`config.mk`:
```
export PLATFORM = sky130hd
export DESIGN_NAME = plru_hit_update
export DESIGN_NICKNAME = d
export VERILOG_FILES = /design/src/hw/plru_pkg.sv /design/src/hw/plru_hit_update.sv
export SDC_FILE = /design/constraint.sdc
export NUM_CORES = 1
export LEC_CHECK = 0
export ABC_AREA = 1
export BUFFER_PORTS_ARGS = -buffer_cell sky130_fd_sc_hd__buf_2
export CORE_AREA = 3 3 40 42
export DETAILED_ROUTE_END_ITERATION = 8
export DIE_AREA = 0 0 43 45
export MAX_ROUTING_LAYER = met4
export PLACE_DENSITY = 0.57
export SLEW_MARGIN = 20
export SYNTH_ARGS = -nofsm -noshare
export SYNTH_HDL_FRONTEND = slang
export SYNTH_SLANG_ARGS = --single-unit
```
`constraint.sdc`:
```
create_clock -name clk_i -period 1.11 [get_ports clk_i]
set_clock_uncertainty 0.15 [all_clocks]
set_input_delay 0.0555 -clock clk_i [delete_from_list [all_inputs] [get_ports clk_i]]
set_output_delay 0.0555 -clock clk_i [all_outputs]
set_load 0.1 [all_outputs]
```
`src/hw/plru_pkg.sv`:
```
/*
 * PLRU replacement unit package
 * Cache geometry, derived widths and the struct types shared by the
 * store, the arbiter and both engines
 */
`default_nettype none

package plru_pkg;

    // Cache geometry
    localparam int unsigned PLRU_WAYS = 8;
    localparam int unsigned PLRU_SETS = 16;

    // Ways must be a power of two from 2 to 64
    localparam bit PLRU_WAYS_OK = (PLRU_WAYS >= 2) && (PLRU_WAYS <= 64)
        && ((PLRU_WAYS & (PLRU_WAYS - 1)) == 0);

    // Heap-ordered tree, one bit per inner node
    localparam int unsigned TREE_BITS    = PLRU_WAYS - 1;
    localparam int unsigned TREE_LEVELS  = $clog2(PLRU_WAYS);
    localparam int unsigned SET_IDX_BITS = (PLRU_SETS > 1) ? $clog2(PLRU_SETS) : 1;

    typedef logic [PLRU_WAYS-1:0]    way_vec_t;
    typedef logic [TREE_BITS-1:0]    tree_word_t;
    typedef logic [SET_IDX_BITS-1:0] set_idx_t;

    // One access to the tree store
    typedef struct packed {
        logic       strobe;
        logic       we;
        set_idx_t   set_idx;
        tree_word_t wdata;
    } store_req_t;

    // Tag state of one set as seen by the victim selector
    typedef struct packed {
        way_vec_t valid;
        way_vec_t lock;
        way_vec_t dirty;
    } way_state_t;

endpackage

`default_nettype wire
```
`src/hw/plru_hit_update.sv`:
```
/*
 * PLRU hit updater
 * On a hit, reads the set's tree word, turns every node on the path to the
 * hit way towards that way and writes the word back
 */
`default_nettype none

module plru_hit_update (
    input  wire logic                 clk_i,
    input  wire logic                 reset_i,
    input  wire logic                 hit_i,
    input  wire plru_pkg::set_idx_t   hit_set_i,
    input  wire plru_pkg::way_vec_t   hit_way_i,
    input  wire logic                 grant_i,
    input  wire plru_pkg::tree_word_t rdata_i,
    output plru_pkg::store_req_t      store_req_o,
    output logic                      hit_done_o
);
    import plru_pkg::*;

    typedef enum logic [1:0] {
        st_idle,
        st_read,
        st_holdoff
    } state_e;

    state_e                 state_q;
    state_e                 state_d;
    logic [TREE_LEVELS-1:0] way_idx;
    tree_word_t             new_word;

    // Binary index of the one-hot hit way
    always_comb begin
        way_idx = '0;
        for (int w = 0; w < PLRU_WAYS; w++) begin
            if (hit_way_i[w]) begin
                way_idx = way_idx | TREE_LEVELS'(w);
            end
        end
    end

    // Walk from the root, index bits MSB first pick the child
    always_comb begin : path_update
        int   node;
        logic upper;
        new_word = rdata_i;
        node     = 0;
        for (int lvl = 0; lvl < TREE_LEVELS; lvl++) begin
            upper          = way_idx[TREE_LEVELS-1-lvl];
            // 0 marks the upper half as last used, 1 the lower half
            new_word[node] = ~upper;
            node           = 2 * node + 1 + int'(upper);
        end
    end

    always_comb begin
        state_d = state_q;
        case (state_q)
            st_idle: begin
                if (hit_i && grant_i) begin
                    state_d = st_read;
                end
            end
            st_read:    state_d = st_holdoff;
            default:    state_d = st_idle;
        endcase
    end

    always_ff @(posedge clk_i) begin
        if (reset_i) begin
            state_q <= st_idle;
        end else begin
            state_q <= state_d;
        end
    end

    // Read while waiting for the grant, write back once the word is in
    always_comb begin
        store_req_o.strobe  = ((state_q == st_idle) && hit_i) || (state_q == st_read);
        store_req_o.we      = (state_q == st_read);
        store_req_o.set_idx = hit_set_i;
        store_req_o.wdata   = new_word;
    end

    assign hit_done_o = (state_q == st_read);

    a_hit_way_onehot: assert property (@(posedge clk_i) disable iff (reset_i)
        hit_i |-> $onehot(hit_way_i));

    // Write-back must still own the store port
    a_write_granted: assert property (@(posedge clk_i) disable iff (reset_i)
        (state_q == st_read) |-> grant_i);

endmodule

`default_nettype wire

```
==> results.toml <==
[run_status]
status = "complete, but fails checks"
violations = "hold timing, setup timing"

[clock_tree]
clock-sinks = 2
h-tree-depth = 1
cts_tree = "yes"
cts_buffer_depth = 2
numCtsBuffers = 3
post_cts_buffers = 0
root_buffer = "clkbuf_4"
clkLatencyLatePin_ns = 0.22
clkTransAtPathRegs_ns = 0.03
cts_hold_buf = 3

[synthesis]
avgSynthCellArea_um2 = 5.62
yosysTopAreaCell = "nand2_1"
synth_top_area_share_pct = 19.1
synth_xor_area_share_pct = 0
yosys_warnings = 0
synthMuxAreaShare_pct = 0
synth_compound_area_share_pct = 5.45
yosys.area_share.adder_pct = 0
ys_ff_latch = 2
synth.area.top_cells = "nand2_1 (19%), dfxtp_1 (15%), buf_4 (14%), nand3_1 (7.3%), inv_1 (6.8%)"
yosysUniqueCellTypes = 16
synth_area_um2 = 275
yosys.area_share.simple_pct = 52.3
seq_area_frac_synth_pct = 14.5
synth_top_family_by_area = "simple AND/OR/NAND/NOR gates"
synth_nets = 72
syn_inst = 49

[power_and_ir_drop]
leakage_nw = 0.352
powerDensity_mw_per_mm2 = 807
total_power_mw = 0.595
vdd_drop_max_uv = 345

[hold_path]
hold_start = "hit_set_i[3]"
min_delay_path_depth = 0
whs_endpoint = "store_req_o[10]"
hp-class = "input port to primary output"

[sta]
final.period_utilization_pct = 102
worstMarginPinSlew_ns = 0.218
drv_slew = 0
slew_headroom_pct = 85.3
fmax_mhz = 881
hold_ws_ns = -0.0390
final_hold_viol_count = 4
fin_ws_ns = -0.0256
rsz0062_at_grt = "yes"
layout_min_cycle_time_ns = 1.14
fin_tns_setup_ns = -0.0627
setup_viol = 3

[cells_and_area]
layout.nets = 102
drive_above_1_share_pct = 72.7
area_delta_synth_final_pct = 168
num_antenna_cells = 0
fin_area_um2 = 737
fin_cells = 92
regMostFlops = "state_q"
utilization_pct = 57.4
largest_register_ffs = 2
largestRegisters = "state_q: 2 flops"

[critical_path]
worstPathMaxFanout = 4
endpoint_kind = "primary output"
reg2reg_depth = 1
cp_slowest_stage_delay_ns = 0.35
critPathTopFamily = "flip-flops"
worst_ep_arrival_time_ns = 0.93
r2r_setup_slack_ns = 0.23
worst-path-buf-inv = 1
worstPathRequired_ns = 0.90
cp_slowest_cell = "dfxtp_2"
cp_cell_sequence = "nor2_4, buf_12"
regToRegEndpoint = "state_q[0]"
r2r-start = "state_q[1]"
worstSetupStartpointType = "register"
critPathKind = "register to primary output"

[route]
dr.first_iter.drc_count = 0
drt_first_pass_iters = 1
postRouteAntennaNets = 0
vias = 384
routedWlPerCell_um = 9.88
drc = 0
routed_via_density = 4.17
wl_um = 909

[global_route]
antenna_found_initial = 0
grt_pass1_vias = 357
grt_max_degree = 9
grt_pass1_wl_mm = 1.39
grt.total_usage_pct = 10.2
grt-ovfl-total = 0

[floorplanning]
die_w_um = 43
die_h_um = 45
initial_utilization_pct = 21.4
rows = 13
die-area_mm2 = 0.00194
io_pins = 37
coreArea_mm2 = 0.00128

[placement]
dp_hpwl_um = 631
place_inst = 86
pre_cts_slack_ns = -0.0367
portBuffers = 26
gp_congestion = 0.631
postPlaceCellArea_um2 = 611

[run]
drv_cap = 0
metal layers:
layer  track usage, %  routed length, um  up-vias
li1                 -                  -      202
met1             8.85                298      156
met2             18.6                484       22
met3             3.59                118        4
met4             6.63                  8        0
met5                -                  0        -
kinds of logic (layout without fill, tap and decap cells):
group | after synthesis | after routing
flops | 2 | 2
buf+inv | 14 | 42
simple gates | 30 | 30
compound gates | 3 | 3
cells in the final DEF (no fill, tap or decap):
cell	netlist	final
nor2_4	0	5
a21oi_4	0	1
clkinv_1	1	1
nand2_4	1	5
nor3_1	1	1
nand3_2	0	2
clkinv_8	0	1
buf_4	5	1
nand2_2	3	4
buf_2	0	16
nor4_1	1	1
nand2_1	14	8
inv_1	5	5
dfxtp_2	0	2
nand2_8	0	1
clkbuf_4	0	3
o21ai_4	0	2
buf_12	0	10
dlygate4sd3_1	0	3
nand3_1	4	2
inv_4	0	2
nor2_2	3	1
worst max-delay path by stage:
stage / slack, ns / cells after the start / startpoint / endpoint
floorplan: -0.24 / 3 / state_q[0] / store_req_o[11]
global placement: -0.02 / 6 / hit_way_i[7] / store_req_o[3]
detailed placement: -0.04 / 6 / hit_way_i[7] / store_req_o[3]
CTS: -0.03 / 2 / state_q[1] / store_req_o[11]
global route: -0.06 / 2 / state_q[1] / hit_done_o
finish: -0.03 / 2 / state_q[1] / store_req_o[11]
report_power, final:
group	switching, mW	internal, mW	total, mW
combinational	0.227	0.132	0.360
sequential	0.00300	0.0755	0.0785
clock	0.0376	0.119	0.157
total	0.268	0.327	0.595
cells in the mapped netlist:
library cell and n:
nand2_1 14, buf_4 5, inv_1 5, nand3_1 4
nand2_2 3, nor2_1 3, nor2_2 3, dfxtp_1 2
inv_2 2, o21ai_1 2, a21oi_1 1, clkinv_1 1
clkinv_4 1, nand2_4 1, nor3_1 1, nor4_1 1
cell type report:
cell class | count | area, um2
Timing Repair Buffer | 30 | 318
Multi-Input combinational cell | 33 | 284
Sequential cell | 2 | 42.5
Fill cell | 121 | 548
Clock buffer | 3 | 22.5
Tap cell | 15 | 18.8
Inverter | 9 | 51.3
timing repair:
| action | in CTS | in global routing |
|---|---|---|
| resized for setup | 7 | 10 |
| pin swaps | 2 | 5 |
| setup endpoints to repair | 5 | 6 |
| hold endpoints to repair | 6 | 4 |
Note: power is estimated with default switching activity, not from simulation.
