[src/hw/plru_pkg.sv]
/*
 * PLRU replacement unit package
 * Cache geometry, derived widths and the struct types shared by the
 * store, the arbiter and both engines
 */
`default_nettype none

package plru_pkg;

    // Cache geometry
    localparam int unsigned PLRU_WAYS = 8;
    localparam int unsigned PLRU_SETS = 16;

    // Ways must be a power of two from 2 to 64
    localparam bit PLRU_WAYS_OK = (PLRU_WAYS >= 2) && (PLRU_WAYS <= 64)
        && ((PLRU_WAYS & (PLRU_WAYS - 1)) == 0);

    // Heap-ordered tree, one bit per inner node
    localparam int unsigned TREE_BITS    = PLRU_WAYS - 1;
    localparam int unsigned TREE_LEVELS  = $clog2(PLRU_WAYS);
    localparam int unsigned SET_IDX_BITS = (PLRU_SETS > 1) ? $clog2(PLRU_SETS) : 1;

    typedef logic [PLRU_WAYS-1:0]    way_vec_t;
    typedef logic [TREE_BITS-1:0]    tree_word_t;
    typedef logic [SET_IDX_BITS-1:0] set_idx_t;

    // One access to the tree store
    typedef struct packed {
        logic       strobe;
        logic       we;
        set_idx_t   set_idx;
        tree_word_t wdata;
    } store_req_t;

    // Tag state of one set as seen by the victim selector
    typedef struct packed {
        way_vec_t valid;
        way_vec_t lock;
        way_vec_t dirty;
    } way_state_t;

endpackage

`default_nettype wire
[src/hw/plru_port_arbiter.sv]
/*
 * PLRU store port arbiter
 * Hands the single tree store port to the hit engine or the victim engine
 * for a two-cycle read-modify-write. Hit requests win over evictions.
 */
`default_nettype none

module plru_port_arbiter (
    input  wire logic                 clk_i,
    input  wire logic                 reset_i,
    input  wire plru_pkg::store_req_t hit_req_i,
    input  wire plru_pkg::store_req_t evict_req_i,
    output logic [1:0]                grant_o,
    output plru_pkg::store_req_t      store_req_o
);
    // Bit 0 is the hit engine, bit 1 the victim engine
    logic [1:0] grant_q;
    logic [1:0] busy_cnt_q;
    logic       hit_start;
    logic       evict_start;
    logic       can_grant;

    // Every access opens with a read, the write-back is never a new request
    assign hit_start   = hit_req_i.strobe && !hit_req_i.we;
    assign evict_start = evict_req_i.strobe && !evict_req_i.we;

    // Free next cycle when idle or in the last cycle of an access
    assign can_grant = (busy_cnt_q <= 2'd1);

    always_ff @(posedge clk_i) begin
        if (reset_i) begin
            grant_q    <= '0;
            busy_cnt_q <= '0;
        end else if (can_grant) begin
            if (hit_start) begin
                grant_q    <= 2'b01;
                busy_cnt_q <= 2'd2;
            end else if (evict_start) begin
                grant_q    <= 2'b10;
                busy_cnt_q <= 2'd2;
            end else begin
                grant_q    <= '0;
                busy_cnt_q <= '0;
            end
        end else begin
            busy_cnt_q <= busy_cnt_q - 2'd1;
        end
    end

    // Owner's request goes through to the store
    always_comb begin
        store_req_o = '0;
        if (grant_q[0]) begin
            store_req_o = hit_req_i;
        end else if (grant_q[1]) begin
            store_req_o = evict_req_i;
        end
    end

    assign grant_o = grant_q;

    // Second cycle of a grant is the owner's write-back to the set it read
    a_write_back_same_set: assert property (@(posedge clk_i) disable iff (reset_i)
        (busy_cnt_q == 2'd1) |-> (store_req_o.strobe && store_req_o.we
            && (store_req_o.set_idx == $past(store_req_o.set_idx))));

    // Each grant covers the read and the write-back, nothing more
    for (genvar g = 0; g < 2; g++) begin : g_grant_len
        a_grant_two_cycles: assert property (@(posedge clk_i) disable iff (reset_i)
            $rose(grant_q[g]) |=> grant_q[g] ##1 !grant_q[g]);
    end

endmodule

`default_nettype wire

[config.mk]
export PLATFORM = sky130hd
export DESIGN_NAME = plru_port_arbiter
export DESIGN_NICKNAME = d
export VERILOG_FILES = /design/src/hw/plru_pkg.sv /design/src/hw/plru_port_arbiter.sv
export SDC_FILE = /design/constraint.sdc
export NUM_CORES = 1
export LEC_CHECK = 0
export BUFFER_PORTS_ARGS = -buffer_cell sky130_fd_sc_hd__buf_2
export CORE_AREA = 2 2 39 41
export CTS_BUF_LIST = sky130_fd_sc_hd__clkbuf_16
export CTS_CLUSTER_DIAMETER = 60
export CTS_CLUSTER_SIZE = 30
export DETAILED_ROUTE_END_ITERATION = 12
export DIE_AREA = 0 0 41 43
export SYNTH_ARGS = -nofsm -noshare
export SYNTH_HDL_FRONTEND = slang
export SYNTH_SLANG_ARGS = --single-unit
export TNS_END_PERCENT = 100
[constraint.sdc]
create_clock -name clk_i -period 2 [get_ports clk_i]
set_input_delay 0.5 -clock clk_i [delete_from_list [all_inputs] [get_ports clk_i]]
set_output_delay 0.5 -clock clk_i [all_outputs]
set_load 0.01 [all_outputs]
==> results of run 1 <==
## cell type report
class / instances / area, µm²
fill: 141 / 795.8
sequential: 4 / 80.08
timing repair buffer: 43 / 217.7
clock buffer: 3 / 75.07
multi-input combinational: 24 / 191.4
inverter: 1 / 3.754
tap: 16 / 20.02
## metrics by stage
step / setup slack [ps] / area (µm²)
3_5_place_dp: 380.3 / 513.0
4_1_cts: 137.7 / 588.1
5_1_grt: 32.78 / 588.1
2_1_floorplan: 605.5 / 291.5
3_3_place_gp: 428.1 / 513.0
6_report: 140.1 / 588.1
## registers in the layout (all words and copies together), names as in the netlist
signal,flops
busy_cnt_q,2
grant_o,2
## cell families after synthesis
| family | count (synthesis) |
|---|---|
| AOI/OAI and AO/OA | 16 |
| and+or+nand+nor | 8 |
| buffers and inverters | 3 |
| DFF | 4 |
## worst max path at each step
stage	endpoint	slack [ps]	cells after the start
4_1_cts	store_req_o[4]	140	3
3_3_place_gp	store_req_o[4]	430	3
6_report	store_req_o[4]	140	3
2_1_floorplan	store_req_o[0]	610	3
3_5_place_dp	store_req_o[4]	380	3
5_1_grt	store_req_o[10]	30	3
## synth_stat cells
| cell | count | area share, % |
|---|---|---|
| nand2b_1 | 2 | 4.3 |
| nor3_1 | 1 | 1.7 |
| dfxtp_1 | 4 | 27 |
| a211oi_1 | 1 | 2.6 |
| a22o_1 | 13 | 39 |
| o41ai_1 | 1 | 3.0 |
| inv_1 | 1 | 1.3 |
| buf_2 | 1 | 1.7 |
| nor2b_1 | 3 | 6.4 |
| nor2b_2 | 1 | 3.0 |
| nand3b_1 | 1 | 2.6 |
| buf_6 | 1 | 3.9 |
| a311oi_1 | 1 | 3.0 |
## layer usage
layer / global-route usage, % / up-vias / share of wire (%)
met2: 19.38 / 29 / 43
met1: 10.65 / 177 / 39
li1: - / 214 / -
met3: 5.236 / 3 / 14
met4: 12.00 / 0 / 2.8
met5: 0 / - / 0
## power breakdown
part / total, W / switching [W] / internal [W] / leakage [nW]
Combinational: 0.000102 / 0.0000466 / 0.0000553 / 0.259
Clock: 0.000316 / 0.0000603 / 0.000256 / 0.0370
Sequential: 0.0000912 / 0.00000468 / 0.0000865 / 0.0329
Total: 0.000509 / 0.000112 / 0.000398 / 0.329
==> results.toml, run 1 <==
[cells_and_area]
final_common_cell = "buf_2"
area_growth_syn_to_layout_pct = 101.7
utilization_pct = 42.50
fin_cells = 91
drive_gt1_share_pct = 62.67
final_cell_mix = "buf_2 (42), a22o_1 (13), dfxtp_1 (4)"
antenna_cells = 0
nets = 105

[worst_setup_path]
timing.rr.start = "grant_o[0]"
slowest_delay_ps = 470
cp-start-kind = "flip-flop"
crit_start = "grant_o[1]"
crit_arrival_ps = 1360
end_kind = "output pin"
crit_required_ps = 1500
crit_slowest_cell = "nor2b_2"
rr_worst_depth = 3
cp.buffers_inverters = 1
cp_top_family = "simple AND/OR/NAND/NOR gates"
path_max_fanout = 13
crit_type = "flip-flop to output pin"
reg2reg_slack_ps = 1100
path_cells = "nor2b_2 -> a22o_1 -> buf_2"
worstReg2RegEnd = "grant_o[0]"

[run_status]
outcome = "finished, final reports clean"

[detailed_routing]
drc = 0
vias_per_cell = 4.648
routed_wl_um = 1037
post_drt_wl_per_cell_um = 11.40
dr.pass1.iters = 2
vias = 423
first_iter_violations = 1
route.antenna.remaining_nets = 0

[yosys]
synthesis.area_um2 = 291.5
ys_types = 13
synthAdderAreaFrac_pct = 0
synth-simple-area-share_pct = 18.03
synth_top_family_by_area = "compound AO/OA/AOI/OAI gates"
synth_compound_area_share_pct = 47.64
synth_nets = 59
synth-seq-cells = 4
synth_xor_area_share_pct = 0
postSynthAreaPerCell_um2 = 9.404
ys_seq_area_share_pct = 27.47
yosysWarningCount = 0
synthCells = 31
synthMuxAreaShare_pct = 0

[timing]
finalCriticalPeriod_ps = 1860
whs_ps = 415.6
finalClockSkew_ps = 0.3405
clock.fmax_mhz = 537.7
finalHoldViolations = 0
rsz0062_at_grt = "false"
worst_pin_slew_ps = 519.3
finalCritPeriodShare_pct = 93.00
tns_ps = 0
setup_violations = 0
drv_slew = 0
slew_headroom_pct = 65.22

[hold_path]
min_from = "busy_cnt_q[0]"
hp-class = "flip-flop to flip-flop"
min_path_cells = 1
min_to = "busy_cnt_q[0]"

[global_routing]
grt-ovfl-total = 0
grt_pass1_vias = 359
grt_start_max_net_pins = 16
antenna_found_initial = 0
grt_pass1_wl_um = 1352
grt_usage_pct = 12.36

[power_and_ir_drop]
leakage_nw = 0.3291
power_w = 0.0005091
power_density_nw_per_um2 = 865.7
irDropWorstVdd_mv = 0.4999

[floorplan]
fp.dieH_um = 43
fp.coreArea_um2 = 1384
io_pins = 43
dieWidth_um = 41
start_util_pct = 21.07
dieArea_um2 = 1763
rows = 14

[placed_design]
port_buffers = 42
gp_congestion = 0.6445
placedCellCount = 88
dp_hpwl_um = 795.7

[clock_network]
clock_path_buffers = 2
cts.clk_slew.worst_paths_ps = 30
clock_tree.root_cell = "clkbuf_16"
postCtsSetupBuffers = 0
cts_hold_buf = 0
cts_tree = "yes"
postCtsResizedCells = 0
cts_buffers = 3
worst_skew_pair.late_latency_ps = 230
htree_levels = 1
clkSinkCount = 4

[flow_run]
cap_viol_max_count = 0
No activity file was read; power rests on OpenSTA's default activity.
==> run 2, diff against run 1 <==
--- a/config.mk
+++ b/config.mk
@@ -5,13 +5,14 @@
 export SDC_FILE = /design/constraint.sdc
 export NUM_CORES = 1
 export LEC_CHECK = 0
-export BUFFER_PORTS_ARGS = -buffer_cell sky130_fd_sc_hd__buf_2
+export BUFFER_PORTS_ARGS = -buffer_cell sky130_fd_sc_hd__buf_4
 export CORE_AREA = 2 2 39 41
 export CTS_BUF_LIST = sky130_fd_sc_hd__clkbuf_16
 export CTS_CLUSTER_DIAMETER = 60
 export CTS_CLUSTER_SIZE = 30
 export DETAILED_ROUTE_END_ITERATION = 12
 export DIE_AREA = 0 0 41 43
+export SLEW_MARGIN = 40
 export SYNTH_ARGS = -nofsm -noshare
 export SYNTH_HDL_FRONTEND = slang
 export SYNTH_SLANG_ARGS = --single-unit
==> run 2 against run 1 <==
  * Clock-buffer cell count did not move
  * Highest routed layer unchanged
  * Cell count is the same
  * Global-route usage is 0.93 points lower
  * Wire length rose by 2.3%
  * Design area up 18%
  * Critical endpoint is now store_req_o[0]
  * Total power up 4.6%
  * Die area did not move
==> results.toml, run 2 (synthesized netlist as in run 1, its figures left out) <==
[global_routing]
grt_usage_pct = 11.43
use_met2_pct = 18.75
antenna_found_initial = 0
grt-busiest-layer = "met2"
met1_usage_pct = 11.22
grt_pass1_vias = 366
grt_start_max_net_pins = 16
grt-ovfl-total = 0
use_met3_pct = 6.806
grt_pass1_wl_um = 1352

[clock_network]
clkSinkCount = 4
cts_buffers = 3
htree_levels = 1
postCtsResizedCells = 0
cts_hold_buf = 0
clock_path_buffers = 2
postCtsSetupBuffers = 0
clock_tree.root_cell = "clkbuf_16"
cts.clk_slew.worst_paths_ps = 30
cts_tree = "yes"
worst_skew_pair.late_latency_ps = 220

[timing]
tns_ps = 0
drv_slew = 0
slew_headroom_pct = 66.82
finalCriticalPeriod_ps = 1848
rsz0062_at_grt = "false"
finalCritPeriodShare_pct = 92.41
worst_pin_slew_ps = 495.5
fin_ws_ps = 151.8
clock.fmax_mhz = 541.1
finalClockSkew_ps = 0.8260
finalHoldViolations = 0
setup_violations = 0

[power_and_ir_drop]
power_density_nw_per_um2 = 768.6
p_int_w = 0.0004231
p_sw_w = 0.0001097
power_frac_seq_pct = 17.1
irDropWorstVdd_mv = 0.6925
leakage_nw = 0.3540
combPwrFrac_pct = 24.2
clkPwrFrac_pct = 58.7
p_sw_share_pct = 20.59

[worst_setup_path]
endpoint = "store_req_o[0]"
crit_arrival_ps = 1350
path_depth = 3
end_kind = "output pin"
path_cells = "nor2b_2 -> a22o_1 -> buf_4"
reg2reg_slack_ps = 1140
rr_worst_depth = 3
timing.rr.start = "grant_o[0]"
cp-start-kind = "flip-flop"
crit_slowest_cell = "nor2b_2"
crit_start = "grant_o[1]"
crit_type = "flip-flop to output pin"
cp.buffers_inverters = 1
path_max_fanout = 13
slowest_delay_ps = 460
cp_top_family = "simple AND/OR/NAND/NOR gates"
worstReg2RegEnd = "grant_o[0]"
crit_required_ps = 1500

[cells_and_area]
antenna_cells = 0
final_cell_mix = "buf_4 (43), a22o_1 (13), dfxtp_1 (4)"
drive_gt1_share_pct = 62.67
final_common_cell = "buf_4"
nets = 105
finish.instance_area_um2 = 693.2
fillCellCount = 137
area_growth_syn_to_layout_pct = 137.8

[placed_design]
postPlaceCellArea_um2 = 618.1
pre_cts_slack_ps = 373.2
gp_congestion = 0.6238
port_buffers = 42
dp_hpwl_um = 812

[detailed_routing]
dr.pass1.iters = 4
vias = 450
route.antenna.remaining_nets = 0
drc = 0
vias_per_cell = 4.945
routed_wl_um = 1061
first_iter_violations = 5
post_drt_wl_per_cell_um = 11.66

[floorplan]
dieArea_um2 = 1763
io_pins = 43
start_util_pct = 21.07
rows = 14
fp.dieH_um = 43
dieWidth_um = 41
fp.coreArea_um2 = 1384

[run_status]
outcome = "finished, final reports clean"

[hold_path]
hp-class = "flip-flop to flip-flop"

[flow_run]
cap_viol_max_count = 0
-- run 2: cell types whose count changed in the layout (fill, tap and decap cells not counted) --
cell   delta
buf_2    -42
buf_4    +42
-- run 2: cell type report --
cell class,count,area (µm²),area share [%]
multi-input cells,24,191.4,27.62
well taps,16,20.02,2.888
flip-flops and latches,4,80.08,11.55
clock buffers,3,75.07,10.83
inverters,1,3.754,0.5415
repair buffers,43,322.8,46.57
-- run 2: through the flow --
| stage | std cells | hold slack (ps) | power [W] | utilization [%] |
|---|---|---|---|---|
| after floorplan | 31 | 394.7 | 0.0001427 | - |
| after global routing | 91 | 446.4 | 0.0005567 | 50.09 |
| after global placement | 88 | 403.1 | 0.0002217 | 44.67 |
| after CTS | 91 | 419.7 | 0.0005377 | 50.09 |
| final | 91 | 418.5 | 0.0005328 | 50.09 |
| after detailed placement | 88 | 415.5 | 0.0002222 | 44.67 |
-- run 2: power groups by stage --
stage	clock [W]	combinational (W)	sequential (W)
global placement	0	0.000130	0.0000920
global route	0.000326	0.000139	0.0000919
finish	0.000313	0.000129	0.0000911
detailed placement	0	0.000130	0.0000921
floorplan	0	0.0000487	0.0000940
CTS	0.000316	0.000131	0.0000911
-- run 2: worst register-to-register path: stages (launching register included) --
cell      delay (ps)
dfxtp_1          330
buf_4            200
nor2b_1           70
a211oi_1         180
-- run 2: worst min path at each step --
| stage | start | endpoint | slack [ps] | cells past startpoint |
|---|---|---|---|---|
| floorplan | busy_cnt_q[0] | busy_cnt_q[0] | 390 | 1 |
| global placement | busy_cnt_q[0] | busy_cnt_q[0] | 400 | 1 |
| detailed placement | busy_cnt_q[0] | busy_cnt_q[0] | 420 | 1 |
| CTS | busy_cnt_q[0] | busy_cnt_q[0] | 420 | 1 |
| global route | busy_cnt_q[0] | busy_cnt_q[0] | 450 | 1 |
| finish | busy_cnt_q[0] | busy_cnt_q[0] | 420 | 1 |
-- run 2: per-layer routing --
| layer | up-vias | part of all wire, % |
|---|---|---|
| met1 | 203 | 40 |
| met2 | 29 | 44 |
| met3 | 2 | 14 |
| met4 | 0 | 0.94 |
| li1 | 216 | - |
| met5 | - | 0 |
==> run 3, diff against run 2 <==
--- a/config.mk
+++ b/config.mk
@@ -5,6 +5,7 @@
 export SDC_FILE = /design/constraint.sdc
 export NUM_CORES = 1
 export LEC_CHECK = 0
+export ABC_AREA = 1
 export BUFFER_PORTS_ARGS = -buffer_cell sky130_fd_sc_hd__buf_4
 export CORE_AREA = 2 2 39 41
 export CTS_BUF_LIST = sky130_fd_sc_hd__clkbuf_16
@@ -12,6 +13,7 @@
 export CTS_CLUSTER_SIZE = 30
 export DETAILED_ROUTE_END_ITERATION = 12
 export DIE_AREA = 0 0 41 43
+export PLACE_DENSITY = 0.73
 export SLEW_MARGIN = 40
 export SYNTH_ARGS = -nofsm -noshare
 export SYNTH_HDL_FRONTEND = slang
==> run 3 against run 2 <==
  * Clock-buffer cell count is the same
  * Non-clock buffer count grew 1
  * Largest cell class unchanged
  * Design area grew 17%
  * Die area is the same
  * Hold slack lost 0.84 ps
==> results.toml, run 3 <==
[flow_run]
cap_viol_max_count = 0

[power_and_ir_drop]
power_w = 0.0005448
p_sw_share_pct = 22.71
power_frac_seq_pct = 16.6
leakage_nw = 0.4373
power_density_nw_per_um2 = 669.8
p_int_w = 0.0004210
p_sw_w = 0.0001237
clkPwrFrac_pct = 56.3
combPwrFrac_pct = 27.1
irDropWorstVdd_mv = 0.4659

[floorplan]
fp.coreArea_um2 = 1384
start_util_pct = 30.20
fp.dieH_um = 43
io_pins = 43
rows = 14
dieWidth_um = 41
dieArea_um2 = 1763

[global_routing]
grt_pass1_vias = 517
grt-ovfl-total = 0
grt_start_max_net_pins = 15
grt_pass1_wl_um = 1897
grt_usage_pct = 15.78
antenna_found_initial = 0

[placed_design]
dp_hpwl_um = 1015
gp_congestion = 0.6871
port_buffers = 42

[cells_and_area]
fillCellCount = 138
antenna_cells = 0
final_cell_mix = "buf_4 (44), nand2_1 (17), nand3_2 (10), nand2_2 (10)"
multiInputGateArea_um2 = 289.0
nets = 136
area_growth_syn_to_layout_pct = 94.61
utilization_pct = 58.77
register_area_um2 = 80.08
drive_gt1_share_pct = 64.15
final_common_cell = "buf_4"

[clock_network]
cts_hold_buf = 0
clkSinkCount = 4
clock_tree.root_cell = "clkbuf_16"
clock_path_buffers = 2
worst_skew_pair.late_latency_ps = 220
cts_tree = "yes"
cts_buffers = 3
htree_levels = 1
postCtsSetupBuffers = 0
postCtsResizedCells = 0
cts.clk_slew.worst_paths_ps = 30

[worst_setup_path]
worstReg2RegEnd = "grant_o[0]"
crit_arrival_ps = 1140
reg2reg_slack_ps = 1160
crit_required_ps = 1500
timing.rr.start = "grant_o[0]"
cp-start-kind = "flip-flop"
crit_type = "flip-flop to output pin"
end_kind = "output pin"
path_max_fanout = 10
rr_worst_depth = 3

[detailed_routing]
dr.pass1.iters = 3
vias_per_cell = 4.582
routed_wl_um = 1288
drc = 0
post_drt_wl_per_cell_um = 10.56
vias = 559
route.antenna.remaining_nets = 0
first_iter_violations = 1

[yosys]
synth_edf_count = 0
synth_nets = 90
ys_seq_area_share_pct = 19.16
synth-seq-cells = 4
synth_area_leaders = "nand3_2 (24%), dfxtp_1 (19%), nand2_1 (15%)"
async_flop_share_pct = 0
synthCells = 62
synthesis.area_um2 = 417.9
synthFlopType = "dfxtp_1"
synth_top_area_share_pct = 23.95
ys_types = 14
yosysWarningCount = 0
synthTopCellsByCount = "nand2_1 (17), nand2_2 (10), nand3_2 (10)"
postSynthAreaPerCell_um2 = 6.740
yosys.area.top_type = "nand3_2"
yosysMostFrequentCell = "nand2_1"

[hold_path]
min_from = "busy_cnt_q[0]"
min_path_cells = 1
min_to = "busy_cnt_q[0]"
hp-class = "flip-flop to flip-flop"

[timing]
slew_headroom_pct = 80.34
worst_pin_slew_ps = 294.5
drv_slew = 0
finalCritPeriodShare_pct = 82.19
finalCriticalPeriod_ps = 1644
clock.fmax_mhz = 608.4
tns_ps = 0
setup_violations = 0
finalHoldViolations = 0
rsz0062_at_grt = "false"
finalClockSkew_ps = 0.2311

[run_status]
outcome = "finished, final reports clean"
[run 3: metrics by stage]
stage / hold slack, ps / instances / setup WS [ps] / cell area [µm²]
5_1_grt: 441.2 / 122 / 263.3 / 813.3
2_1_floorplan: 398.8 / 62 / 677.9 / 417.9
3_5_place_dp: 413.9 / 119 / 580.4 / 738.2
4_1_cts: 419.4 / 122 / 342.3 / 813.3
6_report: 417.7 / 122 / 356.3 / 813.3
3_3_place_gp: 407.4 / 119 / 581.4 / 738.2
[run 3: worst max path at each step]
stage,startpoint,endpoint,slack (ps),depth (start not counted)
CTS,grant_o[1],store_req_o[9],340,4
global placement,evict_req_i[11],store_req_o[11],580,4
floorplan,grant_o[0],store_req_o[11],680,2
global route,grant_o[0],store_req_o[11],260,4
detailed placement,grant_o[1],store_req_o[9],580,4
finish,grant_o[1],store_req_o[9],360,4
[run 3: area by class of cell]
class / instances / share of cell area [%]
Inverter: 5 / 2.308
Timing Repair Buffer: 44 / 40.62
Tap cell: 16 / 2.462
Multi-Input combinational cell: 50 / 35.54
Sequential cell: 4 / 9.846
Clock buffer: 3 / 9.231
[run 3: critical path: stages (launching register included)]
cell and delay, ps:
dfxtp_1 400, buf_4 240, nand3_2 100, nand2_2 70
buf_4 110
[run 3: power groups by stage]
stage | combinational [W] | clock [W] | sequential, W
after detailed placement | 0.000149 | 0 | 0.0000914
after CTS | 0.000149 | 0.000313 | 0.0000905
final | 0.000147 | 0.000307 | 0.0000905
after global routing | 0.000163 | 0.000323 | 0.0000912
after floorplan | 0.0000664 | 0 | 0.0000936
after global placement | 0.000147 | 0 | 0.0000911
[run 3: metal layers]
metal / GRT usage [%] / routed length, µm / up-vias
met5: 0 / 0 / -
met1: 16.13 / 481 / 238
met4: 8.000 / 0 / 0
met2: 25.31 / 580 / 33
li1: - / - / 288
met3: 7.330 / 226 / 0
[run 3: cells by family after synthesis]
group           Yosys count  synth area share, %
flops                     4                19.16
buf+inv                   8                11.68
simple gates             47                65.57
compound gates            3                3.592
