File: config.mk
export PLATFORM = sky130hd
export DESIGN_NAME = plru_tree_store
export DESIGN_NICKNAME = d
export VERILOG_FILES = /design/src/hw/plru_pkg.sv /design/src/hw/plru_tree_store.sv
export SDC_FILE = /design/constraint.sdc
export NUM_CORES = 1
export LEC_CHECK = 0
export BUFFER_PORTS_ARGS = -buffer_cell sky130_fd_sc_hd__buf_2
export CELL_PAD_IN_SITES_DETAIL_PLACEMENT = 0
export CELL_PAD_IN_SITES_GLOBAL_PLACEMENT = 2
export CORE_AREA = 2 2 113 115
export CTS_CLUSTER_DIAMETER = 150
export DETAILED_ROUTE_END_ITERATION = 10
export DIE_AREA = 0 0 115 117
export PLACE_DENSITY_LB_ADDON = 0.1
export RECOVER_POWER = 50
export SYNTH_ARGS = -nofsm -noshare
export SYNTH_HDL_FRONTEND = slang
export SYNTH_SLANG_ARGS = --single-unit
File: constraint.sdc
create_clock -name clk_i -period 2.3 [get_ports clk_i]
set_input_delay 0.345 -clock clk_i [delete_from_list [all_inputs] [get_ports clk_i]]
set_output_delay 0.345 -clock clk_i [all_outputs]
set_load 0.03 [all_outputs]
File: src/hw/plru_pkg.sv
/*
 * PLRU replacement unit package
 * Cache geometry, derived widths and the struct types shared by the
 * store, the arbiter and both engines
 */
`default_nettype none

package plru_pkg;

    // Cache geometry
    localparam int unsigned PLRU_WAYS = 8;
    localparam int unsigned PLRU_SETS = 16;

    // Ways must be a power of two from 2 to 64
    localparam bit PLRU_WAYS_OK = (PLRU_WAYS >= 2) && (PLRU_WAYS <= 64)
        && ((PLRU_WAYS & (PLRU_WAYS - 1)) == 0);

    // Heap-ordered tree, one bit per inner node
    localparam int unsigned TREE_BITS    = PLRU_WAYS - 1;
    localparam int unsigned TREE_LEVELS  = $clog2(PLRU_WAYS);
    localparam int unsigned SET_IDX_BITS = (PLRU_SETS > 1) ? $clog2(PLRU_SETS) : 1;

    typedef logic [PLRU_WAYS-1:0]    way_vec_t;
    typedef logic [TREE_BITS-1:0]    tree_word_t;
    typedef logic [SET_IDX_BITS-1:0] set_idx_t;

    // One access to the tree store
    typedef struct packed {
        logic       strobe;
        logic       we;
        set_idx_t   set_idx;
        tree_word_t wdata;
    } store_req_t;

    // Tag state of one set as seen by the victim selector
    typedef struct packed {
        way_vec_t valid;
        way_vec_t lock;
        way_vec_t dirty;
    } way_state_t;

endpackage

`default_nettype wire
File: src/hw/plru_tree_store.sv
/*
 * PLRU tree store
 * One tree word per cache set in a register array. Single port, read data
 * is registered and shows one cycle after the read request. The whole
 * array clears to zero on reset.
 */
`default_nettype none

module plru_tree_store (
    input  wire logic                 clk_i,
    input  wire logic                 reset_i,
    input  wire plru_pkg::store_req_t req_i,
    output plru_pkg::tree_word_t      rdata_o
);
    import plru_pkg::*;

    tree_word_t mem_q [PLRU_SETS];
    tree_word_t rdata_q;
    logic       wr_en;
    logic       rd_en;

    assign wr_en = req_i.strobe && req_i.we;
    assign rd_en = req_i.strobe && !req_i.we;

    // Tree words, all nodes back to zero on reset
    always_ff @(posedge clk_i) begin
        if (reset_i) begin
            for (int s = 0; s < PLRU_SETS; s++) begin
                mem_q[s] <= '0;
            end
        end else if (wr_en) begin
            mem_q[req_i.set_idx] <= req_i.wdata;
        end
    end

    // Read port register
    always_ff @(posedge clk_i) begin
        if (rd_en) begin
            rdata_q <= mem_q[req_i.set_idx];
        end
    end

    assign rdata_o = rdata_q;

endmodule

`default_nettype wire

==> flow_metrics.env, run 1 <==
export IMPL_arrival_ns=1.92
export IMPL_path_max_fanout=24
export IMPL_placement_io_buffers=21
export IMPL_grt_max_degree=32
export IMPL_synth_area_sq_um=5364
export IMPL_avgSynthCellArea_sq_um=14.42
export IMPL_grt_overflow=0
export IMPL_crit_slowest_cell="clkbuf_1"
export IMPL_drt_iter0_drc=232
export IMPL_setup_tns_ns=0
export IMPL_slowest_delay_ns=0.54
export IMPL_hold_buffers=0
export IMPL_outcome="completed"
export IMPL_ys_top_cells_by_area="edfxtp_1, nor2_1, mux4_1, mux4_2, nand2_1"
export IMPL_netlist_instances=372
export IMPL_via_count=3162
export IMPL_wl_per_cell_um=23.72
export IMPL_slew_violations=0
export IMPL_setup_viol=0
export IMPL_grt_setup_unrepaired="false"
export IMPL_finalNonFillerCells=558
export IMPL_clock_skew_ns=0.004811
export IMPL_required_ns=2.45
export IMPL_die_area_sq_um=13460
export IMPL_initial_utilization=0.4357
export IMPL_post_cts_buffers=0
export IMPL_r2r_end="rdata_o[1]$_DFFE_PP_"
export IMPL_min_period_ns=1.764
export IMPL_whs_endpoint="mem_q[2][0]$_SDFFCE_PN0P_"
export IMPL_r2r_cells=3
export IMPL_top_level_ports=22
export IMPL_hold_class="input port to flop"
export IMPL_clk_latency_ns=0.41
export IMPL_path_cells="clkbuf_1, nand3b_1, or3_1, buf_4, nor2_1"
export IMPL_clkTransAtPathRegs_ns=0.05
export IMPL_synthArstFlopShare=0
export IMPL_vdd_ir_drop_max_v=0.0005276
export IMPL_ys_seq_elements=119
export IMPL_gp_congestion=0.7458
export IMPL_area_delta_synth_final_pct=13.04
export IMPL_end_kind="flop"
export IMPL_remaining_drc_errors=0
export IMPL_cts_root_buffer="clkbuf_16"
export IMPL_cts_resized=0
export IMPL_synth_common_cells="edfxtp_1, nor2_1, nand2_1"
export IMPL_via_per_inst=5.667
export IMPL_grt_pass1_wl_um=20110
export IMPL_reg2reg_from="mem_q[5][1]$_SDFFCE_PN0P_"
export IMPL_clock_sinks=119
export IMPL_fmax_mhz=567.0
export IMPL_rrSetupSlack_ns=0.78
export IMPL_crit_type="input port to flop"
export IMPL_leakage_nw=2.028
export IMPL_drive_above_1_share=0.1593
export IMPL_hold_viol=0
export IMPL_first_pass_iters=5
export IMPL_synth_edf_count=119
export IMPL_antenna_found_initial=0
export IMPL_yosysMostFrequentCell="edfxtp_1"
export IMPL_synthFlopType="edfxtp_1"
export IMPL_ys_warnings_count=0
export IMPL_routed_wl_um=13240
export IMPL_first_global_vias=3177
export IMPL_clk_path_buf_depth=2
export IMPL_dp_cells=535
export IMPL_core_sq_um=12310
export IMPL_grt_usage=0.2175
export IMPL_die_w_um=115
export IMPL_nNetsFinal=419
export IMPL_cp_num_buf_inv=2
export IMPL_hp_start="req_i[0]"
export IMPL_finalCritPeriodShare=0.7669
export IMPL_drtAntennaViolNets=0
export IMPL_startpoint="reset_i"
export IMPL_cp_top_family="buffers and inverters"
export IMPL_hold_depth=3
export IMPL_yosysSeqAreaShare=0.6662
export IMPL_diodes=0
export IMPL_powerDensity_nw_per_um2=829.9
export IMPL_critPathLaunchType="input port"
export IMPL_hpwl_um=8176
export IMPL_cts_tree="built"
export IMPL_synth_cell_types=23
export IMPL_yosys_area_top_type="edfxtp_1"
export IMPL_maxCapViolCount=0
export IMPL_rows=41
export IMPL_die_h_um=117
export IMPL_h_tree_depth=4
export IMPL_yosysTopAreaCellShare=0.6662
export IMPL_worst_pin_slew_ns=0.7275
export IMPL_synth_nets=387
export IMPL_cts_made_buffers=17
export IMPL_slew_headroom=0.5150
## through the flow
| stage | util | setup WS (ns) | cell area (sq um) | hold slack, ns | power [mW] |
|---|---|---|---|---|---|
| 2_1_floorplan | - | 0.3050 | 5364 | 0.6021 | 2.813 |
| 3_3_place_gp | 0.4586 | 0.3437 | 5647 | 0.7633 | 2.968 |
| 3_5_place_dp | 0.4586 | 0.3432 | 5647 | 0.7645 | 2.974 |
| 4_1_cts | 0.4950 | 0.7570 | 6095 | 0.4133 | 5.078 |
| 5_1_grt | 0.4925 | 0.3821 | 6063 | 0.4333 | 5.200 |
| 6_report | 0.4925 | 0.5362 | 6063 | 0.4300 | 5.032 |
## cells in the final DEF, fill, tap and decap left out
cell	synthesis	layout
nand4b_1	1	1
mux4_1	14	14
nand2_1	36	36
buf_4	2	17
nor2_1	114	114
buf_12	2	3
nor2b_1	3	3
nor3_1	1	1
or3_1	2	2
or2_2	2	2
a22oi_1	14	14
clkinv_1	0	3
edfxtp_1	119	119
and2_1	1	1
buf_2	12	12
nand2b_1	3	3
clkbuf_16	0	17
inv_1	1	1
mux4_2	14	14
a21o_1	8	8
o21bai_1	8	8
nand3b_1	0	1
clkbuf_1	5	14
## logic make-up after synthesis
family                 share of synthesized area
DFF                                       0.6662
muxes                                     0.1274
AOI/OAI and AO/OA                        0.04199
buffers and inverters                    0.04035
and+or+nand+nor                           0.1241
## state kept, by name, indices dropped and copies added (netlist names)
signal / flops
rdata_o: 7
mem_q: 112
## layer usage
layer / vias up / global-route usage / part of all wire
met2: 122 / 0.3255 / 0.46
met4: 0 / 0.08755 / 0.011
met1: 1597 / 0.3096 / 0.46
met3: 9 / 0.05201 / 0.070
li1: 1434 / - / -
met5: - / 0 / 0
## worst reg2reg max path, cell delays in order (launching register included)
cell and delay [ns]:
edfxtp_1 0.36, mux4_1 0.57, a22oi_1 0.23, nand2_1 0.11
## report_power, final
group          internal [mW]  switching [mW]
logic                  0.148           0.240
clock network           1.30           0.809
registers               2.51          0.0281
total                   3.96            1.08
## worst max-delay path by stage
stage | cells past startpoint | slack, ns | end
after floorplan | 6 | 0.31 | mem_q[11][0]$_SDFFCE_PN0P_
after global placement | 6 | 0.34 | mem_q[3][5]$_SDFFCE_PN0P_
after detailed placement | 6 | 0.34 | mem_q[3][5]$_SDFFCE_PN0P_
after CTS | 3 | 0.76 | rdata_o[4]$_DFFE_PP_
after global routing | 5 | 0.38 | mem_q[14][2]$_SDFFCE_PN0P_
final | 5 | 0.54 | mem_q[2][4]$_SDFFCE_PN0P_
## area by class of cell
cell class / instances / area, sq um
Clock buffer: 20 / 436.7
Clock inverter: 3 / 11.26
Fill cell: 1113 / 6248
Inverter: 1 / 3.754
Multi-Input combinational cell: 222 / 1562
Sequential cell: 119 / 3573
Tap cell: 150 / 187.7
Timing Repair Buffer: 43 / 289.0
Power figures use the tool's default switching activity.
==> run 2: changes to the inputs <==
==> constraint.sdc (replaced) <==
create_clock -name clk_i -period 1.8 [get_ports clk_i]
set_input_delay 0.27 -clock clk_i [delete_from_list [all_inputs] [get_ports clk_i]]
set_output_delay 0.27 -clock clk_i [all_outputs]
set_load 0.03 [all_outputs]
==> run 2 against run 1 <==
Against the previous run: design area up 5.1%; sequential share of layout area down 2.9 points; combinational power up 37%; power up 40%; count of clock-buffer cells in the layout up 1; largest cell class unchanged.
==> flow_metrics.env, run 2 (synthesis gave the netlist of run 1 again) <==
export IMPL_crit_type="input port to flop"
export IMPL_cts_resized=0
export IMPL_outcome="completed"
export IMPL_finalNonFillerCells=593
export IMPL_first_global_vias=3219
export IMPL_die_area_sq_um=13460
export IMPL_fin_area_sq_um=6374
export IMPL_rows=41
export IMPL_min_period_ns=1.604
export IMPL_gp_congestion=0.8138
export IMPL_fin_total_pwr_mw=7.061
export IMPL_required_ns=1.86
export IMPL_routed_wl_um=13350
export IMPL_drt_iter0_drc=250
export IMPL_critPathLaunchType="input port"
export IMPL_timing_final_ws_setup_ns=0.1963
export IMPL_powerDensity_nw_per_um2=1108
export IMPL_path_cells="buf_2, clkbuf_2, nor3_1, clkbuf_1, a21o_1, clkbuf_1"
export IMPL_grt_setup_unrepaired="false"
export IMPL_h_tree_depth=4
export IMPL_slew_violations=0
export IMPL_clk_path_buf_depth=2
export IMPL_slew_headroom=0.4500
export IMPL_vdd_ir_drop_max_v=0.0005651
export IMPL_final_core_util=0.5177
export IMPL_fmax_mhz=623.5
export IMPL_die_h_um=117
export IMPL_drive_above_1_share=0.2167
export IMPL_end_kind="flop"
export IMPL_cpMostUsedCell="clkbuf_1"
export IMPL_hpwl_um=8803
export IMPL_placement_io_buffers=21
export IMPL_leakage_nw=2.215
export IMPL_largest_reg_flops=112
export IMPL_nNetsFinal=445
export IMPL_most_common_layout_cells="edfxtp_1, nor2_1, nand2_1"
export IMPL_top_level_ports=22
export IMPL_clock_sinks=119
export IMPL_arrival_ns=1.66
export IMPL_p_sw_frac=0.2107
export IMPL_pwr_share_seq=0.459
export IMPL_area_delta_synth_final_pct=18.82
export IMPL_finalCritPeriodShare=0.8910
export IMPL_hold_viol=0
export IMPL_largest_register="mem_q"
export IMPL_wl_per_cell_um=22.51
export IMPL_path_max_fanout=7
export IMPL_initial_utilization=0.4357
export IMPL_place_ws_ns=-0.1311
export IMPL_final_common_cell="edfxtp_1"
export IMPL_cts_tree="built"
export IMPL_first_pass_iters=4
export IMPL_clkTransAtPathRegs_ns=0.05
export IMPL_remaining_drc_errors=0
export IMPL_dp_cells=561
export IMPL_p_sw_mw=1.488
export IMPL_setup_viol=0
export IMPL_via_count=3158
export IMPL_diodes=0
export IMPL_slowest_delay_ns=0.38
export IMPL_antenna_found_initial=0
export IMPL_power_frac_clock=0.466
export IMPL_clk_latency_ns=0.42
export IMPL_crit_slowest_cell="clkbuf_1"
export IMPL_worst_pin_slew_ns=0.8250
export IMPL_place_area_sq_um=5904
export IMPL_cts_root_buffer="clkbuf_16"
export IMPL_internal_power_mw=5.574
export IMPL_post_cts_buffers=0
export IMPL_hold_buffers=0
export IMPL_grt_usage=0.2199
export IMPL_hold_class="input port to flop"
export IMPL_clock_skew_ns=0.004396
export IMPL_die_w_um=115
export IMPL_grt_max_degree=29
export IMPL_maxCapViolCount=0
export IMPL_via_per_inst=5.325
export IMPL_core_sq_um=12310
export IMPL_cts_made_buffers=17
export IMPL_grt_overflow=0
export IMPL_grt_pass1_wl_um=20180
export IMPL_combinationalPowerShare=0.075
export IMPL_drtAntennaViolNets=0
## run 2: worst paths after layout
kind,from,slack (ns),endpoint,cells after the start
max,req_i[7],0.20,mem_q[4][3]$_SDFFCE_PN0P_,6
min,req_i[0],0.35,mem_q[6][0]$_SDFFCE_PN0P_,3
max reg2reg,mem_q[11][5]$_SDFFCE_PN0P_,0.22,rdata_o[5]$_DFFE_PP_,3
min reg2reg,mem_q[7][5]$_SDFFCE_PN0P_,0.76,rdata_o[5]$_DFFE_PP_,3
## run 2: worst max-delay path: cells and delay by family
kind                   cells  cell delay [ns]
AO/OA/AOI/OAI              1             0.16
AND/OR/NAND/NOR            1             0.23
buffers and inverters      4             1.00
## run 2: power by group through the flow
stage / registers [mW] / clock network [mW] / logic (mW)
2_1_floorplan: 3.29 / 0 / 0.303
3_3_place_gp: 3.29 / 0 / 0.554
3_5_place_dp: 3.29 / 0 / 0.554
4_1_cts: 3.24 / 3.34 / 0.556
5_1_grt: 3.25 / 3.45 / 0.575
6_report: 3.24 / 3.29 / 0.531
## run 2: final cells by class
class                   instances  area, sq um
fillers                      1042         5938
flip-flops and latches        119         3573
multi-input cells             222         1574
repair buffers                 69        462.9
clock buffers                  21        440.4
well taps                     150        187.7
clock inverters                11        131.4
inverters                       1        3.754
## run 2: metrics by stage
stage               TNS [ns]  hold WS, ns
finish                     0       0.3512
global route               0       0.3554
CTS                        0       0.3353
detailed placement   -0.5974       0.7499
global placement     -0.4781       0.7493
floorplan             -3.349       0.5271
## run 2: routing by layer
| metal | wire (um) | track usage |
|---|---|---|
| met5 | 0 | 0 |
| met4 | 212 | 0.08193 |
| met3 | 979 | 0.05922 |
| met2 | 6273 | 0.3275 |
| met1 | 5884 | 0.3125 |
==> run 3: changes to the inputs <==
--- a/config.mk
+++ b/config.mk
@@ -8,10 +8,10 @@
 export BUFFER_PORTS_ARGS = -buffer_cell sky130_fd_sc_hd__buf_2
 export CELL_PAD_IN_SITES_DETAIL_PLACEMENT = 0
 export CELL_PAD_IN_SITES_GLOBAL_PLACEMENT = 2
-export CORE_AREA = 2 2 113 115
+export CORE_AREA = 2 2 119 121
 export CTS_CLUSTER_DIAMETER = 150
 export DETAILED_ROUTE_END_ITERATION = 10
-export DIE_AREA = 0 0 115 117
+export DIE_AREA = 0 0 121 123
 export PLACE_DENSITY_LB_ADDON = 0.1
 export RECOVER_POWER = 50
 export SYNTH_ARGS = -nofsm -noshare
==> constraint.sdc (replaced) <==
create_clock -name clk_i -period 1.4 [get_ports clk_i]
set_input_delay 0.21 -clock clk_i [delete_from_list [all_inputs] [get_ports clk_i]]
set_output_delay 0.21 -clock clk_i [all_outputs]
set_load 0.03 [all_outputs]
==> run 3 against run 2 <==
Against the previous run: the run now ends with setup timing left; sequential share of layout area shrank 1.5 points; design area is 2.8% higher; setup slack got worse by 0.27 ns; clock skew grew 0.0042 ns; non-clock buffer count up 1; sequential power up 29%; flip-flop and latch count is the same; clock power is 16% higher; cell count grew 5.1%; critical path type unchanged.
==> flow_metrics.env, run 3 (synthesis gave the netlist of run 1 again) <==
export IMPL_drive_above_1_share=0.3025
export IMPL_place_area_sq_um=6022
export IMPL_violations="setup timing"
export IMPL_gp_congestion=0.7662
export IMPL_pwr_share_seq=0.476
export IMPL_fin_total_pwr_mw=8.778
export IMPL_drtAntennaViolNets=0
export IMPL_top_level_ports=22
export IMPL_critPathLaunchType="input port"
export IMPL_first_global_vias=3347
export IMPL_vdd_ir_drop_max_v=0.0006892
export IMPL_maxCapViolCount=0
export IMPL_power_frac_clock=0.435
export IMPL_slew_violations=0
export IMPL_combinationalPowerShare=0.088
export IMPL_cp_top_family="buffers and inverters"
export IMPL_p_sw_frac=0.2227
export IMPL_via_count=3204
export IMPL_antenna_found_initial=0
export IMPL_powerDensity_nw_per_um2=1340
export IMPL_clk_path_buf_depth=2
export IMPL_wl_per_cell_um=22.84
export IMPL_diodes=0
export IMPL_slew_headroom=0.6387
export IMPL_cts_made_buffers=17
export IMPL_outcome="complete, but fails checks"
export IMPL_hpwl_um=9850
export IMPL_clock_skew_ns=0.008578
export IMPL_core_sq_um=13610
export IMPL_crit_slowest_cell="or3_1"
export IMPL_rows=43
export IMPL_hold_class="input port to flop"
export IMPL_largest_reg_flops=112
export IMPL_cts_tree="built"
export IMPL_finalCritPeriodShare=1.053
export IMPL_leakage_nw=2.217
export IMPL_crit_type="input port to flop"
export IMPL_fin_area_sq_um=6551
export IMPL_clock_sinks=119
export IMPL_largest_register="mem_q"
export IMPL_grt_usage=0.2111
export IMPL_die_area_sq_um=14880
export IMPL_die_h_um=123
export IMPL_nFillCells=1209
export IMPL_grt_max_degree=17
export IMPL_required_ns=1.48
export IMPL_clk_latency_ns=0.42
export IMPL_arrival_ns=1.56
export IMPL_cp_num_buf_inv=3
export IMPL_path_cells="clkbuf_4, buf_12, or3_1, clkbuf_1, o21bai_4"
export IMPL_cts_root_buffer="clkbuf_16"
export IMPL_min_period_ns=1.475
export IMPL_setup_viol=17
export IMPL_initial_utilization=0.3941
export IMPL_final_common_cell="edfxtp_1"
export IMPL_placement_io_buffers=21
export IMPL_remaining_drc_errors=0
export IMPL_drt_iter0_drc=261
export IMPL_path_max_fanout=8
export IMPL_hold_viol=0
export IMPL_routed_wl_um=14230
export IMPL_slowest_delay_ns=0.43
export IMPL_grt_pass1_wl_um=21460
export IMPL_p_sw_mw=1.954
export IMPL_grt_overflow=0
export IMPL_timing_final_ws_setup_ns=-0.07451
export IMPL_grt_setup_unrepaired="true"
export IMPL_first_pass_iters=5
export IMPL_via_per_inst=5.143
export IMPL_nNetsFinal=446
export IMPL_h_tree_depth=4
export IMPL_setup_tns_ns=-0.6606
export IMPL_clkTransAtPathRegs_ns=0.05
export IMPL_end_kind="flop"
export IMPL_fmax_mhz=678.2
export IMPL_die_w_um=121
export IMPL_worst_pin_slew_ns=0.5420
export IMPL_internal_power_mw=6.823
export IMPL_area_delta_synth_final_pct=22.14
export IMPL_most_common_layout_cells="edfxtp_1, nor2_1, nand2_1"
run 3: cell types whose count changed in the layout (fill, tap and decap cells not counted), sizes merged:
cell,before,now
clkinv,7,11
bufinv,3,1
clkinvlp,1,2
buf,50,48
clkbuf,40,39
run 3: final cells by class:
cell class / instances / area [sq um] / share of cell area
clock buffer: 17 / 425.4 / 0.06494
inverter: 1 / 3.754 / 0.0005730
timing repair buffer: 70 / 581.8 / 0.08881
multi-input combinational: 222 / 1649 / 0.2517
clock inverter: 14 / 92.59 / 0.01413
sequential: 119 / 3573 / 0.5455
tap: 180 / 225.2 / 0.03438
run 3: timing repair:
action                                  4_1_cts  5_1_grt
endpoints found under the setup margin        7       59
gates resized for setup                       8        8
hold buffers                                  0        0
pin swaps                                     1        6
setup buffers                                 0        2
run 3: layer usage:
| layer | vias to the layer above | track usage | share of wire |
|---|---|---|---|
| met5 | - | 0 | 0 |
| met4 | 0 | 0.07413 | 0.0089 |
| met3 | 8 | 0.06642 | 0.086 |
| met2 | 104 | 0.3132 | 0.47 |
| met1 | 1611 | 0.2949 | 0.43 |
| li1 | 1481 | - | - |
run 3: stage by stage:
stage	hold slack, ns	instances	worst slack (ns)	utilization
after floorplan	0.4671	372	-0.1704	-
after global routing	0.3129	623	-0.1185	0.4813
final	0.2845	623	-0.07451	0.4813
after CTS	0.2781	621	-0.05360	0.4834
after global placement	0.7047	590	-0.5067	0.4424
after detailed placement	0.6997	590	-0.4967	0.4424
run 3: worst reg2reg max path: stages, from the launching register on:
cell      delay [ns]
edfxtp_1        0.37
mux4_2          0.53
a22oi_2         0.22
nand2_1         0.08
run 3: power by group through the flow:
stage,sequential (mW),combinational [mW],clock [mW]
floorplan,4.23,0.428,0
global placement,4.25,0.767,0
detailed placement,4.25,0.767,0
CTS,4.18,0.789,3.89
global route,4.20,0.827,4.05
finish,4.18,0.773,3.82
run 3: worst paths after layout:
path                              startpoint                          to  slack (ns)  cells past startpoint
setup / recovery                    req_i[7]  mem_q[10][6]$_SDFFCE_PN0P_       -0.07                      5
hold / removal                      req_i[3]  mem_q[14][3]$_SDFFCE_PN0P_        0.28                      3
setup reg to reg   mem_q[1][1]$_SDFFCE_PN0P_        rdata_o[1]$_DFFE_PP_       -0.06                      3
hold reg to reg   mem_q[10][0]$_SDFFCE_PN0P_        rdata_o[0]$_DFFE_PP_        0.76                      3
